`src/cpuPkg.sv`:
```
`default_nettype none

package cpuPkg;

    localparam int dataWidth = 8;                 // Byte width of the datapath
    localparam int addrWidth = 8;                 // 256-byte address space
    localparam int flagWidth = 4;

    // Flag bit positions
    localparam int flagZ = 3;
    localparam int flagC = 2;
    localparam int flagN = 1;
    localparam int flagO = 0;

    // Opcodes, codes 14 and 15 behave as no-op
    localparam logic [3:0] opMov = 4'd0;
    localparam logic [3:0] opAnd = 4'd1;
    localparam logic [3:0] opOr  = 4'd2;
    localparam logic [3:0] opNot = 4'd3;
    localparam logic [3:0] opAdd = 4'd4;
    localparam logic [3:0] opSub = 4'd5;
    localparam logic [3:0] opLsl = 4'd6;
    localparam logic [3:0] opLsr = 4'd7;
    localparam logic [3:0] opInc = 4'd8;
    localparam logic [3:0] opDec = 4'd9;
    localparam logic [3:0] opBra = 4'd10;
    localparam logic [3:0] opBne = 4'd11;
    localparam logic [3:0] opLd  = 4'd12;
    localparam logic [3:0] opSt  = 4'd13;

    // Register codes, 6 and 7 read zero
    localparam logic [2:0] regR0 = 3'd0;
    localparam logic [2:0] regR1 = 3'd1;
    localparam logic [2:0] regR2 = 3'd2;
    localparam logic [2:0] regR3 = 3'd3;
    localparam logic [2:0] regAr = 3'd4;
    localparam logic [2:0] regPc = 3'd5;

    // ALU function codes
    localparam logic [3:0] aluPassA = 4'b0000;
    localparam logic [3:0] aluNot   = 4'b0010;
    localparam logic [3:0] aluAdd   = 4'b0100;
    localparam logic [3:0] aluSub   = 4'b0101;
    localparam logic [3:0] aluAnd   = 4'b0111;
    localparam logic [3:0] aluOr    = 4'b1000;
    localparam logic [3:0] aluLsl   = 4'b1011;
    localparam logic [3:0] aluLsr   = 4'b1100;
    localparam logic [3:0] aluInc   = 4'b1101;
    localparam logic [3:0] aluDec   = 4'b1110;

    // One instruction word, two decodings sharing the opcode field
    typedef union packed {
        struct packed {
            logic [3:0] opcode;
            logic [2:0] dst;
            logic [2:0] src1;
            logic [2:0] src2;
            logic [2:0] unused;
        } regForm;
        struct packed {
            logic [3:0] opcode;
            logic [1:0] regSel;                   // R0 to R3
            logic       addrMode;                 // 0 immediate, 1 direct via AR
            logic       unused;
            logic [7:0] imm;                      // Immediate or branch target
        } memForm;
    } instrWord;

endpackage

`default_nettype wire

```
`src/dataMem.sv`:
```
`timescale 1ns/100ps
`default_nettype none

module dataMem #(
    parameter int memWords = 256
) (
    input  wire logic                          clk,
    input  wire logic [cpuPkg::addrWidth-1:0]  fetchAddr,
    input  wire logic [cpuPkg::addrWidth-1:0]  dataAddr,
    input  wire logic [cpuPkg::addrWidth-1:0]  loadAddr,
    input  wire logic                          dataWrEn,
    input  wire logic                          loadEn,
    input  wire logic [cpuPkg::dataWidth-1:0]  dataWrData,
    input  wire logic [cpuPkg::dataWidth-1:0]  loadData,
    output logic      [cpuPkg::dataWidth-1:0]  fetchData,
    output logic      [cpuPkg::dataWidth-1:0]  dataRdData
);

    logic [cpuPkg::dataWidth-1:0] mem [memWords];

    // Both read ports are asynchronous
    assign fetchData  = mem[fetchAddr];
    assign dataRdData = mem[dataAddr];

    always_ff @(posedge clk) begin
        if (loadEn) begin
            mem[loadAddr] <= loadData;            // Host load wins over the core
        end else if (dataWrEn) begin
            mem[dataAddr] <= dataWrData;
        end
    end

endmodule

`default_nettype wire

```
`src/fetchStage.sv`:
```
`timescale 1ns/100ps
`default_nettype none

module fetchStage #(
    parameter logic [cpuPkg::dataWidth-1:0] resetPc = '0
) (
    input  wire logic                          clk,
    input  wire logic                          rstN,
    input  wire logic [cpuPkg::dataWidth-1:0]  fetchData,
    input  wire logic                          pcLoad,
    input  wire logic [cpuPkg::dataWidth-1:0]  pcTarget,
    output logic      [cpuPkg::addrWidth-1:0]  fetchAddr,
    output logic      [cpuPkg::dataWidth-1:0]  pc,
    output cpuPkg::instrWord                   instr,
    output logic                               execPhase
);

    logic [1:0] phase;                            // 0 low byte, 1 high byte, 2 execute

    assign fetchAddr = pc;
    assign execPhase = (phase == 2'd2);

    always_ff @(posedge clk or negedge rstN) begin
        if (!rstN) begin
            phase <= 2'd0;
            pc    <= resetPc;
        end else begin
            case (phase)
                2'd0, 2'd1: begin
                    phase <= phase + 2'd1;
                    pc    <= pc + 1'b1;
                end
                default: begin
                    phase <= 2'd0;
                    if (pcLoad) begin
                        pc <= pcTarget;           // Branch or write to PC
                    end
                end
            endcase
        end
    end

    // Instruction register, assembled little-endian
    always_ff @(posedge clk) begin
        if (phase == 2'd0) begin
            instr[7:0] <= fetchData;
        end
        if (phase == 2'd1) begin
            instr[15:8] <= fetchData;
        end
    end

endmodule

`default_nettype wire

```
`src/regFile.sv`:
```
`timescale 1ns/100ps
`default_nettype none

module regFile (
    input  wire logic                          clk,
    input  wire logic                          rstN,
    input  wire logic [2:0]                    rdAddrA,
    input  wire logic [2:0]                    rdAddrB,
    input  wire logic [2:0]                    wrAddr,
    input  wire logic                          wrEn,
    input  wire logic [cpuPkg::dataWidth-1:0]  wrData,
    output logic      [cpuPkg::dataWidth-1:0]  rdDataA,
    output logic      [cpuPkg::dataWidth-1:0]  rdDataB
);

    logic [cpuPkg::dataWidth-1:0] r0, r1, r2, r3, ar;

    function automatic logic [cpuPkg::dataWidth-1:0] readPort(input logic [2:0] sel);
        logic [cpuPkg::dataWidth-1:0] val;
        case (sel)
            cpuPkg::regR0: val = r0;
            cpuPkg::regR1: val = r1;
            cpuPkg::regR2: val = r2;
            cpuPkg::regR3: val = r3;
            cpuPkg::regAr: val = ar;
            default:       val = '0;              // PC comes from the execute stage
        endcase
        return val;
    endfunction

    always_comb begin
        rdDataA = readPort(rdAddrA);
        rdDataB = readPort(rdAddrB);
    end

    always_ff @(posedge clk or negedge rstN) begin
        if (!rstN) begin
            r0 <= '0;
            r1 <= '0;
            r2 <= '0;
            r3 <= '0;
            ar <= '0;
        end else if (wrEn) begin
            case (wrAddr)
                cpuPkg::regR0: r0 <= wrData;
                cpuPkg::regR1: r1 <= wrData;
                cpuPkg::regR2: r2 <= wrData;
                cpuPkg::regR3: r3 <= wrData;
                cpuPkg::regAr: ar <= wrData;
                default: ;                        // Codes 5 to 7 dropped
            endcase
        end
    end

endmodule

`default_nettype wire

```
`src/aluCore.sv`:
```
`timescale 1ns/100ps
`default_nettype none

module aluCore (
    input  wire logic [3:0]                    aluOp,
    input  wire logic [cpuPkg::dataWidth-1:0]  opA,
    input  wire logic [cpuPkg::dataWidth-1:0]  opB,
    input  wire logic [cpuPkg::flagWidth-1:0]  flagsIn,
    output logic      [cpuPkg::dataWidth-1:0]  result,
    output logic      [cpuPkg::flagWidth-1:0]  flagsOut
);

    localparam int msb = cpuPkg::dataWidth - 1;

    logic [cpuPkg::dataWidth-1:0] addB;           // Second adder operand
    logic                         carryIn;
    logic [cpuPkg::dataWidth:0]   sum;
    logic                         carry;
    logic                         ovf;

    // One adder serves ADD, SUB, INC and DEC
    always_comb begin
        addB    = opB;
        carryIn = 1'b0;
        case (aluOp)
            cpuPkg::aluSub: begin
                addB    = ~opB;
                carryIn = 1'b1;
            end
            cpuPkg::aluInc: begin
                addB    = '0;
                carryIn = 1'b1;
            end
            cpuPkg::aluDec: addB = '1;            // A + 0xFF, carry set unless A is 0
            default: ;
        endcase
        sum = {1'b0, opA} + {1'b0, addB} + carryIn;
    end

    always_comb begin
        result = opA;
        carry  = flagsIn[cpuPkg::flagC];
        ovf    = flagsIn[cpuPkg::flagO];
        case (aluOp)
            cpuPkg::aluNot: result = ~opA;
            cpuPkg::aluAnd: result = opA & opB;
            cpuPkg::aluOr:  result = opA | opB;
            cpuPkg::aluAdd, cpuPkg::aluSub: begin
                result = sum[msb:0];
                carry  = sum[msb+1];
                ovf    = (opA[msb] == addB[msb]) && (sum[msb] != opA[msb]);
            end
            cpuPkg::aluInc, cpuPkg::aluDec: begin
                result = sum[msb:0];
                carry  = sum[msb+1];
            end
            cpuPkg::aluLsl: begin
                result = {opA[msb-1:0], 1'b0};
                carry  = opA[msb];
            end
            cpuPkg::aluLsr: begin
                result = {1'b0, opA[msb:1]};
                carry  = opA[0];
            end
            default: ;                            // PassA
        endcase
    end

    always_comb begin
        flagsOut                = flagsIn;
        flagsOut[cpuPkg::flagZ] = (result == '0);
        flagsOut[cpuPkg::flagN] = result[msb];
        flagsOut[cpuPkg::flagC] = carry;
        flagsOut[cpuPkg::flagO] = ovf;
    end

endmodule

`default_nettype wire

```
`src/execStage.sv`:
```
`timescale 1ns/100ps
`default_nettype none

module execStage (
    input  wire logic                          clk,
    input  wire logic                          rstN,
    input  wire logic                          execPhase,
    input  wire cpuPkg::instrWord              instr,
    input  wire logic [cpuPkg::dataWidth-1:0]  pc,
    input  wire logic [cpuPkg::dataWidth-1:0]  rdDataA,
    input  wire logic [cpuPkg::dataWidth-1:0]  rdDataB,
    input  wire logic [cpuPkg::dataWidth-1:0]  dataRdData,
    input  wire logic [cpuPkg::dataWidth-1:0]  result,
    input  wire logic [cpuPkg::flagWidth-1:0]  flagsOut,
    output logic      [2:0]                    rdAddrA,
    output logic      [2:0]                    rdAddrB,
    output logic      [2:0]                    wrAddr,
    output logic                               wrEn,
    output logic                               dataWrEn,
    output logic                               pcLoad,
    output logic      [cpuPkg::dataWidth-1:0]  wrData,
    output logic      [cpuPkg::dataWidth-1:0]  dataAddr,
    output logic      [cpuPkg::dataWidth-1:0]  dataWrData,
    output logic      [cpuPkg::dataWidth-1:0]  pcTarget,
    output logic      [cpuPkg::dataWidth-1:0]  opA,
    output logic      [cpuPkg::dataWidth-1:0]  opB,
    output logic      [3:0]                    aluOp,
    output logic      [cpuPkg::flagWidth-1:0]  flagsIn,
    output logic                               retirePulse,
    output logic      [cpuPkg::dataWidth-1:0]  retireData,
    output logic      [cpuPkg::flagWidth-1:0]  retireFlags
);

    logic [cpuPkg::flagWidth-1:0] flags, nextFlags;
    logic [cpuPkg::dataWidth-1:0] retireValue;
    logic                         wbEn, stEn, brTake, flagUpdate;

    // Source code 5 reads the live PC
    assign opA = (instr.regForm.src1 == cpuPkg::regPc) ? pc : rdDataA;
    assign opB = (instr.regForm.src2 == cpuPkg::regPc) ? pc : rdDataB;

    assign dataAddr   = rdDataA;                  // AR on port A for LD and ST
    assign dataWrData = rdDataB;
    assign flagsIn    = flags;

    always_comb begin
        rdAddrA     = instr.regForm.src1;
        rdAddrB     = instr.regForm.src2;
        wrAddr      = instr.regForm.dst;
        wrData      = result;
        pcTarget    = instr.memForm.imm;
        retireValue = result;
        wbEn        = 1'b0;
        stEn        = 1'b0;
        brTake      = 1'b0;
        flagUpdate  = 1'b0;
        case (instr.regForm.opcode)
            cpuPkg::opMov, cpuPkg::opAnd, cpuPkg::opOr, cpuPkg::opNot, cpuPkg::opAdd,
            cpuPkg::opSub, cpuPkg::opLsl, cpuPkg::opLsr, cpuPkg::opInc, cpuPkg::opDec: begin
                flagUpdate = 1'b1;
                if (instr.regForm.dst == cpuPkg::regPc) begin
                    brTake   = 1'b1;              // Write to PC acts as a jump
                    pcTarget = result;
                end else begin
                    wbEn = 1'b1;
                end
            end
            cpuPkg::opLd: begin
                rdAddrA     = cpuPkg::regAr;
                wrAddr      = {1'b0, instr.memForm.regSel};
                wrData      = instr.memForm.addrMode ? dataRdData : instr.memForm.imm;
                wbEn        = 1'b1;
                retireValue = wrData;
            end
            cpuPkg::opSt: begin
                rdAddrA     = cpuPkg::regAr;
                rdAddrB     = {1'b0, instr.memForm.regSel};
                stEn        = instr.memForm.addrMode; // Direct only
                retireValue = rdDataB;
            end
            cpuPkg::opBra: begin
                brTake      = 1'b1;
                retireValue = instr.memForm.imm;
            end
            cpuPkg::opBne: begin
                brTake      = !flags[cpuPkg::flagZ];
                retireValue = brTake ? instr.memForm.imm : pc;
            end
            default: retireValue = pc;            // No-op
        endcase
    end

    always_comb begin
        case (instr.regForm.opcode)
            cpuPkg::opAnd: aluOp = cpuPkg::aluAnd;
            cpuPkg::opOr:  aluOp = cpuPkg::aluOr;
            cpuPkg::opNot: aluOp = cpuPkg::aluNot;
            cpuPkg::opAdd: aluOp = cpuPkg::aluAdd;
            cpuPkg::opSub: aluOp = cpuPkg::aluSub;
            cpuPkg::opLsl: aluOp = cpuPkg::aluLsl;
            cpuPkg::opLsr: aluOp = cpuPkg::aluLsr;
            cpuPkg::opInc: aluOp = cpuPkg::aluInc;
            cpuPkg::opDec: aluOp = cpuPkg::aluDec;
            default:       aluOp = cpuPkg::aluPassA;
        endcase
    end

    // Side effects only in the execute cycle
    assign wrEn      = execPhase & wbEn;
    assign dataWrEn  = execPhase & stEn;
    assign pcLoad    = execPhase & brTake;
    assign nextFlags = flagUpdate ? flagsOut : flags;

    always_ff @(posedge clk or negedge rstN) begin
        if (!rstN) begin
            flags       <= '0;
            retirePulse <= 1'b0;
            retireData  <= '0;
            retireFlags <= '0;
        end else begin
            retirePulse <= execPhase;
            if (execPhase) begin
                flags       <= nextFlags;
                retireData  <= retireValue;
                retireFlags <= nextFlags;
            end
        end
    end

endmodule

`default_nettype wire

```
`src/cpuTop.sv`:
```
`timescale 1ns/100ps
`default_nettype none

module cpuTop (
    input  wire logic                          clk,
    input  wire logic                          rstN,
    input  wire logic                          loadEn,
    input  wire logic [cpuPkg::addrWidth-1:0]  loadAddr,
    input  wire logic [cpuPkg::dataWidth-1:0]  loadData,
    output logic                               retirePulse,
    output logic      [cpuPkg::dataWidth-1:0]  retireData,
    output logic      [cpuPkg::flagWidth-1:0]  retireFlags
);

    localparam int                           memWords = 256;
    localparam logic [cpuPkg::dataWidth-1:0] resetPc  = 8'h00;

    logic [cpuPkg::addrWidth-1:0] fetchAddr;
    logic [cpuPkg::dataWidth-1:0] fetchData, pc, pcTarget;
    logic [cpuPkg::dataWidth-1:0] dataAddr, dataWrData, dataRdData;
    logic [cpuPkg::dataWidth-1:0] rdDataA, rdDataB, wrData;
    logic [cpuPkg::dataWidth-1:0] opA, opB, result;
    logic [cpuPkg::flagWidth-1:0] flagsIn, flagsOut;
    logic [2:0]                   rdAddrA, rdAddrB, wrAddr;
    logic [3:0]                   aluOp;
    logic                         pcLoad, execPhase, wrEn, dataWrEn;
    cpuPkg::instrWord             instr;

    dataMem #(.memWords(memWords)) uMem (
        .clk(clk), .fetchAddr(fetchAddr), .dataAddr(dataAddr), .loadAddr(loadAddr),
        .dataWrEn(dataWrEn), .loadEn(loadEn), .dataWrData(dataWrData),
        .loadData(loadData), .fetchData(fetchData), .dataRdData(dataRdData)
    );

    fetchStage #(.resetPc(resetPc)) uFetch (
        .clk(clk), .rstN(rstN), .fetchData(fetchData), .pcLoad(pcLoad),
        .pcTarget(pcTarget), .fetchAddr(fetchAddr), .pc(pc), .instr(instr),
        .execPhase(execPhase)
    );

    regFile uRegs (
        .clk(clk), .rstN(rstN), .rdAddrA(rdAddrA), .rdAddrB(rdAddrB), .wrAddr(wrAddr),
        .wrEn(wrEn), .wrData(wrData), .rdDataA(rdDataA), .rdDataB(rdDataB)
    );

    aluCore uAlu (
        .aluOp(aluOp), .opA(opA), .opB(opB), .flagsIn(flagsIn),
        .result(result), .flagsOut(flagsOut)
    );

    execStage uExec (
        .clk(clk), .rstN(rstN), .execPhase(execPhase), .instr(instr), .pc(pc),
        .rdDataA(rdDataA), .rdDataB(rdDataB), .dataRdData(dataRdData),
        .result(result), .flagsOut(flagsOut), .rdAddrA(rdAddrA), .rdAddrB(rdAddrB),
        .wrAddr(wrAddr), .wrEn(wrEn), .dataWrEn(dataWrEn), .pcLoad(pcLoad),
        .wrData(wrData), .dataAddr(dataAddr), .dataWrData(dataWrData),
        .pcTarget(pcTarget), .opA(opA), .opB(opB), .aluOp(aluOp), .flagsIn(flagsIn),
        .retirePulse(retirePulse), .retireData(retireData), .retireFlags(retireFlags)
    );

endmodule

`default_nettype wire

```
`config.mk`:
```
export PLATFORM = sky130hd
export DESIGN_NAME = cpuTop
export DESIGN_NICKNAME = d
export VERILOG_FILES = /design/src/cpuPkg.sv /design/src/dataMem.sv /design/src/fetchStage.sv /design/src/regFile.sv /design/src/aluCore.sv /design/src/execStage.sv /design/src/cpuTop.sv
export SDC_FILE = /design/constraint.sdc
export NUM_CORES = 2
export LEC_CHECK = 0
export BUFFER_PORTS_ARGS = -buffer_cell sky130_fd_sc_hd__buf_2
export CAP_MARGIN = 10
export CORE_UTILIZATION = 40
export DETAILED_ROUTE_END_ITERATION = 16
export REMOVE_ABC_BUFFERS = 1
export SETUP_SLACK_MARGIN = 0.02
export SLEW_MARGIN = 25
export SYNTH_ARGS = -nofsm -noshare
export SYNTH_HDL_FRONTEND = slang
export SYNTH_SLANG_ARGS = --single-unit
```
`constraint.sdc`:
```
create_clock -name clk -period 9.3 [get_ports clk]
set_input_delay 1.86 -clock clk [delete_from_list [all_inputs] [get_ports clk]]
set_output_delay 1.86 -clock clk [all_outputs]
set_load 0.02 [all_outputs]
```
After elaboration in Yosys (flattened, before gate mapping). Memories as Yosys holds them, arrays and structs flattened. A register that Yosys moved wholly into a read port is not among the register bits. Cells that the tools add are included. Widths: inputs -> output; s select.

Output and inout bits: 13. ROM bits: 64. Input port bits: 19. Flip-flop bits (word level): 79. Memory bits (writable): 2048. Memories kept: 2.

Add/subtract/negate cells: 4. Reductions and logical operators: 25. Bitwise operators: 7. Equality and inequality tests: 41. Mux-type cells: 37.

Memory list: uMem.mem (depth 256, bits a word 8, rd ports 2, clocked after memory_dff 0, write ports 1, RTL line dataMem.sv:19) `logic [cpuPkg::dataWidth-1:0] mem [memWords];`; (name not given) (depth 16, bits a word 4, rd ports 1, clocked after memory_dff 1, write ports 0, RTL line execStage.sv:94) `case (instr.regForm.opcode)`.

Operators by type and width (count): $pmux 8 s5 (3); $mux 8 (11); $pmux 8 s6 (1); $eq 4x4->1 const B (11); $eq 4x3->1 const B (7); $pmux 8 s3 (1); $eq 3x2->1 const B (6); $eq 3x3->1 const B (6); $not 8->8 (2); $eq 4x2->1 const B (3); $mux 1 (12); $reduce_and 2->1 (6); $reduce_or 10->1 (1); $add 8x8->9 (1); $add 9x1->9 (1); $eq 3x1->1 const B (3); $logic_not 3->1 (3); $mux 3 (3); $add 8x1->8 const B (1); $and 8x8->8 (1); $logic_not 8->1 (1); $mux 4 (2); $or 8x8->8 (1); $reduce_or 2->1 (4); other kinds (19) (23).

Depth between registers and ports, before layout.
Depth after elaboration: 14. Mapped depth: 24. Depth with buffers taken out: 19.

Hierarchy. Synthesis repeated with hierarchy kept, for this count alone.

Cell total of the unflattened synthesis: 5875. Area, all modules: 102549.6 um^2.

Modules (own cells, without submodules): dataMem (cells an instance 5200, area each 96023.3 um^2, times used 1, seq. area each 61499.0 um^2); regFile (cells an instance 175, area each 2164.6 um^2, times used 1, seq. area each 1001.0 um^2); execStage (cells an instance 222, area each 1921.8 um^2, times used 1, seq. area each 325.3 um^2); aluCore (cells an instance 199, area each 1335.0 um^2, times used 1, seq. area each 0.0 um^2); fetchStage (cells an instance 79, area each 1104.8 um^2, times used 1, seq. area each 730.7 um^2).

Least setup slack after synthesis. OpenSTA, ideal clock, no wires.

Path kind: input port to flip-flop. From: in loadEn. To: mem uMem.mem[0][0] in the netlist's numbering, data pin. Required time: 8.745 ns. Path buffers: 2. Stages: 4. Setup time: 0.555 ns. Arrival: 4.509 ns. Setup slack: 4.236 ns. Cell sequence: nand4b_1 > clkbuf_1 > clkbuf_1 > mux2_2.

Cells in the longest elaborated chain, start to end: 4.

RTL lines: from (decl) (RTL line cpuTop.sv:7) `input wire logic loadEn,`; $mux 1 (RTL line dataMem.sv:26) `if (loadEn) begin`; $mux 1 (not written as such) (RTL line dataMem.sv:29) `mem[dataAddr] <= dataWrData;`; $reduce_or 8->1 (no line); $mux 8 (no line); to (decl) (RTL line dataMem.sv:19).

Every way passes these cells.

Final worst setup path.
From: reg uFetch.instr[6] in the netlist's numbering. To: reg uRegs.r0[7] in the netlist's numbering.

Cells in the longest elaborated chain, start to end: 8.

RTL lines: from (decl) (RTL line fetchStage.sv:14) `output cpuPkg::instrWord instr,`; $mux 3 (RTL line execStage.sv:57) `case (instr.regForm.opcode)`; $eq 3x3->1, or another cell as far along (RTL line regFile.sv:20) `case (sel)`; $pmux 8 s5 (RTL line regFile.sv:20); $mux 8 (RTL line execStage.sv:39) `assign opA = (instr.regForm.src1 == cpuPkg::regPc) ? pc : rdDataA;`; $add 8x8->9 (RTL line aluCore.sv:37) `sum = {1'b0, opA} + {1'b0, addB} + carryIn;`; $add 9x1->9 (RTL line aluCore.sv:37); $pmux 8 s6 (RTL line aluCore.sv:44) `case (aluOp)`; $mux 8 * (RTL line execStage.sv:57); to (signal assigned) (RTL line regFile.sv:45) `cpuPkg::regR0: r0 <= wrData;`; to (decl) (RTL line regFile.sv:16) `logic [cpuPkg::dataWidth-1:0] r0, r1, r2, r3, ar;`.

Every way passes the cells marked *; elsewhere a longest branch is shown, timed or not. A chain may end at the register's enable or synchronous reset.

==> flow_summary.ini <==
[grt]
antenna_found_initial = 43
gr-usage-met1 = 0.4034
grt_pass1_vias = 70370
overflow = 0
grt_first_pass_wirelength_mm = 575.4
globalRouteMet3Util = 0.1059
use_met2 = 0.4482
grt_max_degree = 152
top_usage_layer = met2
track_usage = 0.3106

[detailed_routing]
drtIter0Drc = 13774
wl_per_cell_um = 39.05
drt_wl_total_mm = 417.0
postRouteAntennaNets = 0
via_per_inst = 7.121
dr.pass1.iters = 9
dr_total_vias = 76056
drc_errors = 0

[synthesis]
synth_xor_area_frac = 0.0005036
muxShareOfSynthArea = 0.1717
synth_compound_area_frac = 0.09868
syn_inst = 7267
synth-async-reset-ratio = 0.02956
netlist_area_um2 = 104400
synth_fa_ha_area_frac = 0.001822
synth_edf_count = 2064
postSynthAreaPerCell_um2 = 14.36
synthSimpleGateAreaFrac = 0.08831
synth_cell_types = 98
synth-seq-area-share = 0.6098
synth-seq-cells = 2131
synth_top_family_by_area = multiplexers
ys.flop_type = edfxtp_1
ys_warn_count = 0

[timing]
hold_violations = 0
rsz0062_at_grt = no
period_needed_ns = 6.699
setup_tns_ns = 0
slew_viol_final = 0
skew_ns = 0.05352
fmax_ghz = 0.1493
maxSlewHeadroom = 0.1622
worst_slew_pin_slew_ns = 1.257
post-route-period-util = 0.7203
setup_ws_ns = 2.601
finalSetupViolCount = 0

[cts]
cts_made_buffers = 218
cts.clk_slew.worst_paths_ns = 0.07
clockRootBuffer = clkbuf_16
clock_latency_ns = 0.90
post_cts_buffers = 0
cts_tree = built
hold_buffers = 0
cts_htree_levels = 4
clockBufferDepth = 3
clock_sinks = 2131
cts_resized = 0

[pwr]
powerDensity_nw_per_um2 = 324.6
ir_worst_vdd_mv = 0.3837
p_leak_nw = 36.40

[setup_path]
start_kind = flop
worstPathCellList = mux4_2 > nand3_4 > nand2_8 > buf_12 > a211oi_1 > a311oi_1 > a211oi_1 > a2111oi_0 > nor4_1 > buf_4 > a221o_1 > a31oi_1
cp.arrival_ns = 7.42
endpoint_kind = flop
max_stage_delay_ns = 0.97
crit_slowest_cell = a211oi_1
crit_type = reg -> reg
path_buf_inv = 2
path_max_fanout = 151
crit_family = compound AO/OA/AOI/OAI gates
path_common_cell = a211oi_1
critPathRequiredTime_ns = 10.02

[finish]
synthToLayoutAreaGrowth_pct = 10.74
layout_common_cells = 2,064 x edfxtp_1, 992 x nand2_1, 673 x mux4_2
layout-drive-gt1-share = 0.1878
fin_nets = 7092
fin_util = 0.4454
num-fill-cells = 22632
final_common_cell = edfxtp_1

[floorplan]
io_pins = 32
fp.dieH_um = 512.8
row_count = 187
dieWidth_um = 512.8
start_util = 0.4022
core_um2 = 259500
die_area_um2 = 262900

[flow_run]
drv_cap = 0

[place]
pre_cts_slack_ns = 2.758
dp_hpwl_mm = 263.4
gp_congestion = 1.014
io_buffers = 31

[status]
status = completed

[min_path]
hold_class = reg -> reg
==> power breakdown <==
| group | switching, mW | leakage (nW) | internal [mW] |
|---|---|---|---|
| Combinational | 11.4 | 13.4 | 5.65 |
| Clock | 4.03 | 3.67 | 5.32 |
| Sequential | 0.387 | 19.4 | 10.7 |
==> logic make-up after synthesis <==
logic type / Yosys count
flops: 2131
buf+inv: 657
mux: 937
simple gates: 2060
fa+ha+maj: 14
xor+xnor: 6
compound gates: 1462
==> worst reg2reg max path, cell delays in order (launching register included) <==
cell	delay, ns
edfxtp_1	0.88
mux4_2	0.66
nand3_4	0.48
nand2_8	0.63
buf_12	0.51
a211oi_1	0.75
a311oi_1	0.10
a211oi_1	0.97
a2111oi_0	0.14
nor4_1	0.67
buf_4	0.27
a221o_1	0.34
a31oi_1	0.13
==> Yosys cell counts (all sizes together), types with 13 or more instances <==
cell	number	share of area
a2111oi	19	0.0016
o21ai	161	0.0077
and3	316	0.019
nor3	20	0.0010
nor2	387	0.014
o221ai	15	0.0013
a31oi	189	0.011
mux2i	233	0.023
nor4	21	0.0013
a211oi	418	0.030
o22ai	49	0.0029
a221oi	33	0.0028
inv	19	0.00068
nand3	199	0.0096
nor2b	13	0.00078
nand2	1020	0.037
nand2b	13	0.00078
o31ai	14	0.0010
o2111ai	13	0.0011
a21oi	195	0.0095
edfxtp	2064	0.59
a311oi	83	0.0071
a22oi	73	0.0053
a32oi	60	0.0050
mux4	676	0.15
buf	334	0.018
dfrtp	63	0.015
mux2	28	0.0031
clkbuf	304	0.011
==> registers in the layout (all words and copies together) (netlist names) <==
| signal | cells |
|---|---|
| uExec.flagsIn | 4 |
| uRegs.r2 | 8 |
| uFetch.fetchAddr | 8 |
| uRegs.r3 | 8 |
| uMem.mem | 2048 |
| uExec.retireData | 8 |
| uRegs.ar | 8 |
| uExec.aluOp | 4 |
| uRegs.r1 | 8 |
| uFetch.instr | 16 |
| uExec.retirePulse | 1 |
| uFetch.phase | 2 |
| uRegs.r0 | 8 |
==> through the flow <==
stage	instance area, µm²	instances	total power, mW	hold slack, ns
2_1_floorplan	101400	6629	22.88	0.4641
4_1_cts	115500	10654	36.62	0.5198
5_1_grt	115500	10658	37.89	0.5465
6_report	115600	10681	37.51	0.5236
3_3_place_gp	107800	10238	27.34	0.5073
3_5_place_dp	107900	10239	27.40	0.5046
==> path summary, 6_finish.rpt <==
kind	end	slack (ns)	start	depth (start not counted)
setup / recovery	uRegs.r0[7]	2.60	uFetch.instr[6]	12
hold / removal	uRegs.r0[5]	0.52	uRegs.r0[5]	2
setup reg to reg	uRegs.r0[7]	2.60	uFetch.instr[6]	12
hold reg to reg	uRegs.r0[5]	0.52	uRegs.r0[5]	2
max in group asynchronous	uFetch.fetchAddr[3]	7.59	rstN	1
min in group asynchronous	uFetch.fetchAddr[6]	1.07	rstN	1
==> cell type report <==
cell class                 count  area (µm²)  area share
tap                         3402        4257     0.03683
sequential                  2131       63650      0.5508
antenna                       25       62.56   0.0005414
clock inverter               166        1926     0.01666
multi-input combinational   4479       38090      0.3296
clock buffer                 249        5684     0.04919
inverter                      19       71.32   0.0006172
timing repair buffer         210        1815     0.01571
==> metal layers <==
layer | routed length [µm] | up-vias | share of wire
li1 | - | 29040 | -
met1 | 147100 | 38505 | 0.35
met2 | 178300 | 7058 | 0.43
met3 | 61550 | 1415 | 0.15
met4 | 29870 | 38 | 0.072
met5 | 250 | - | 0.00060
Note: power is estimated with default switching activity, not from simulation.
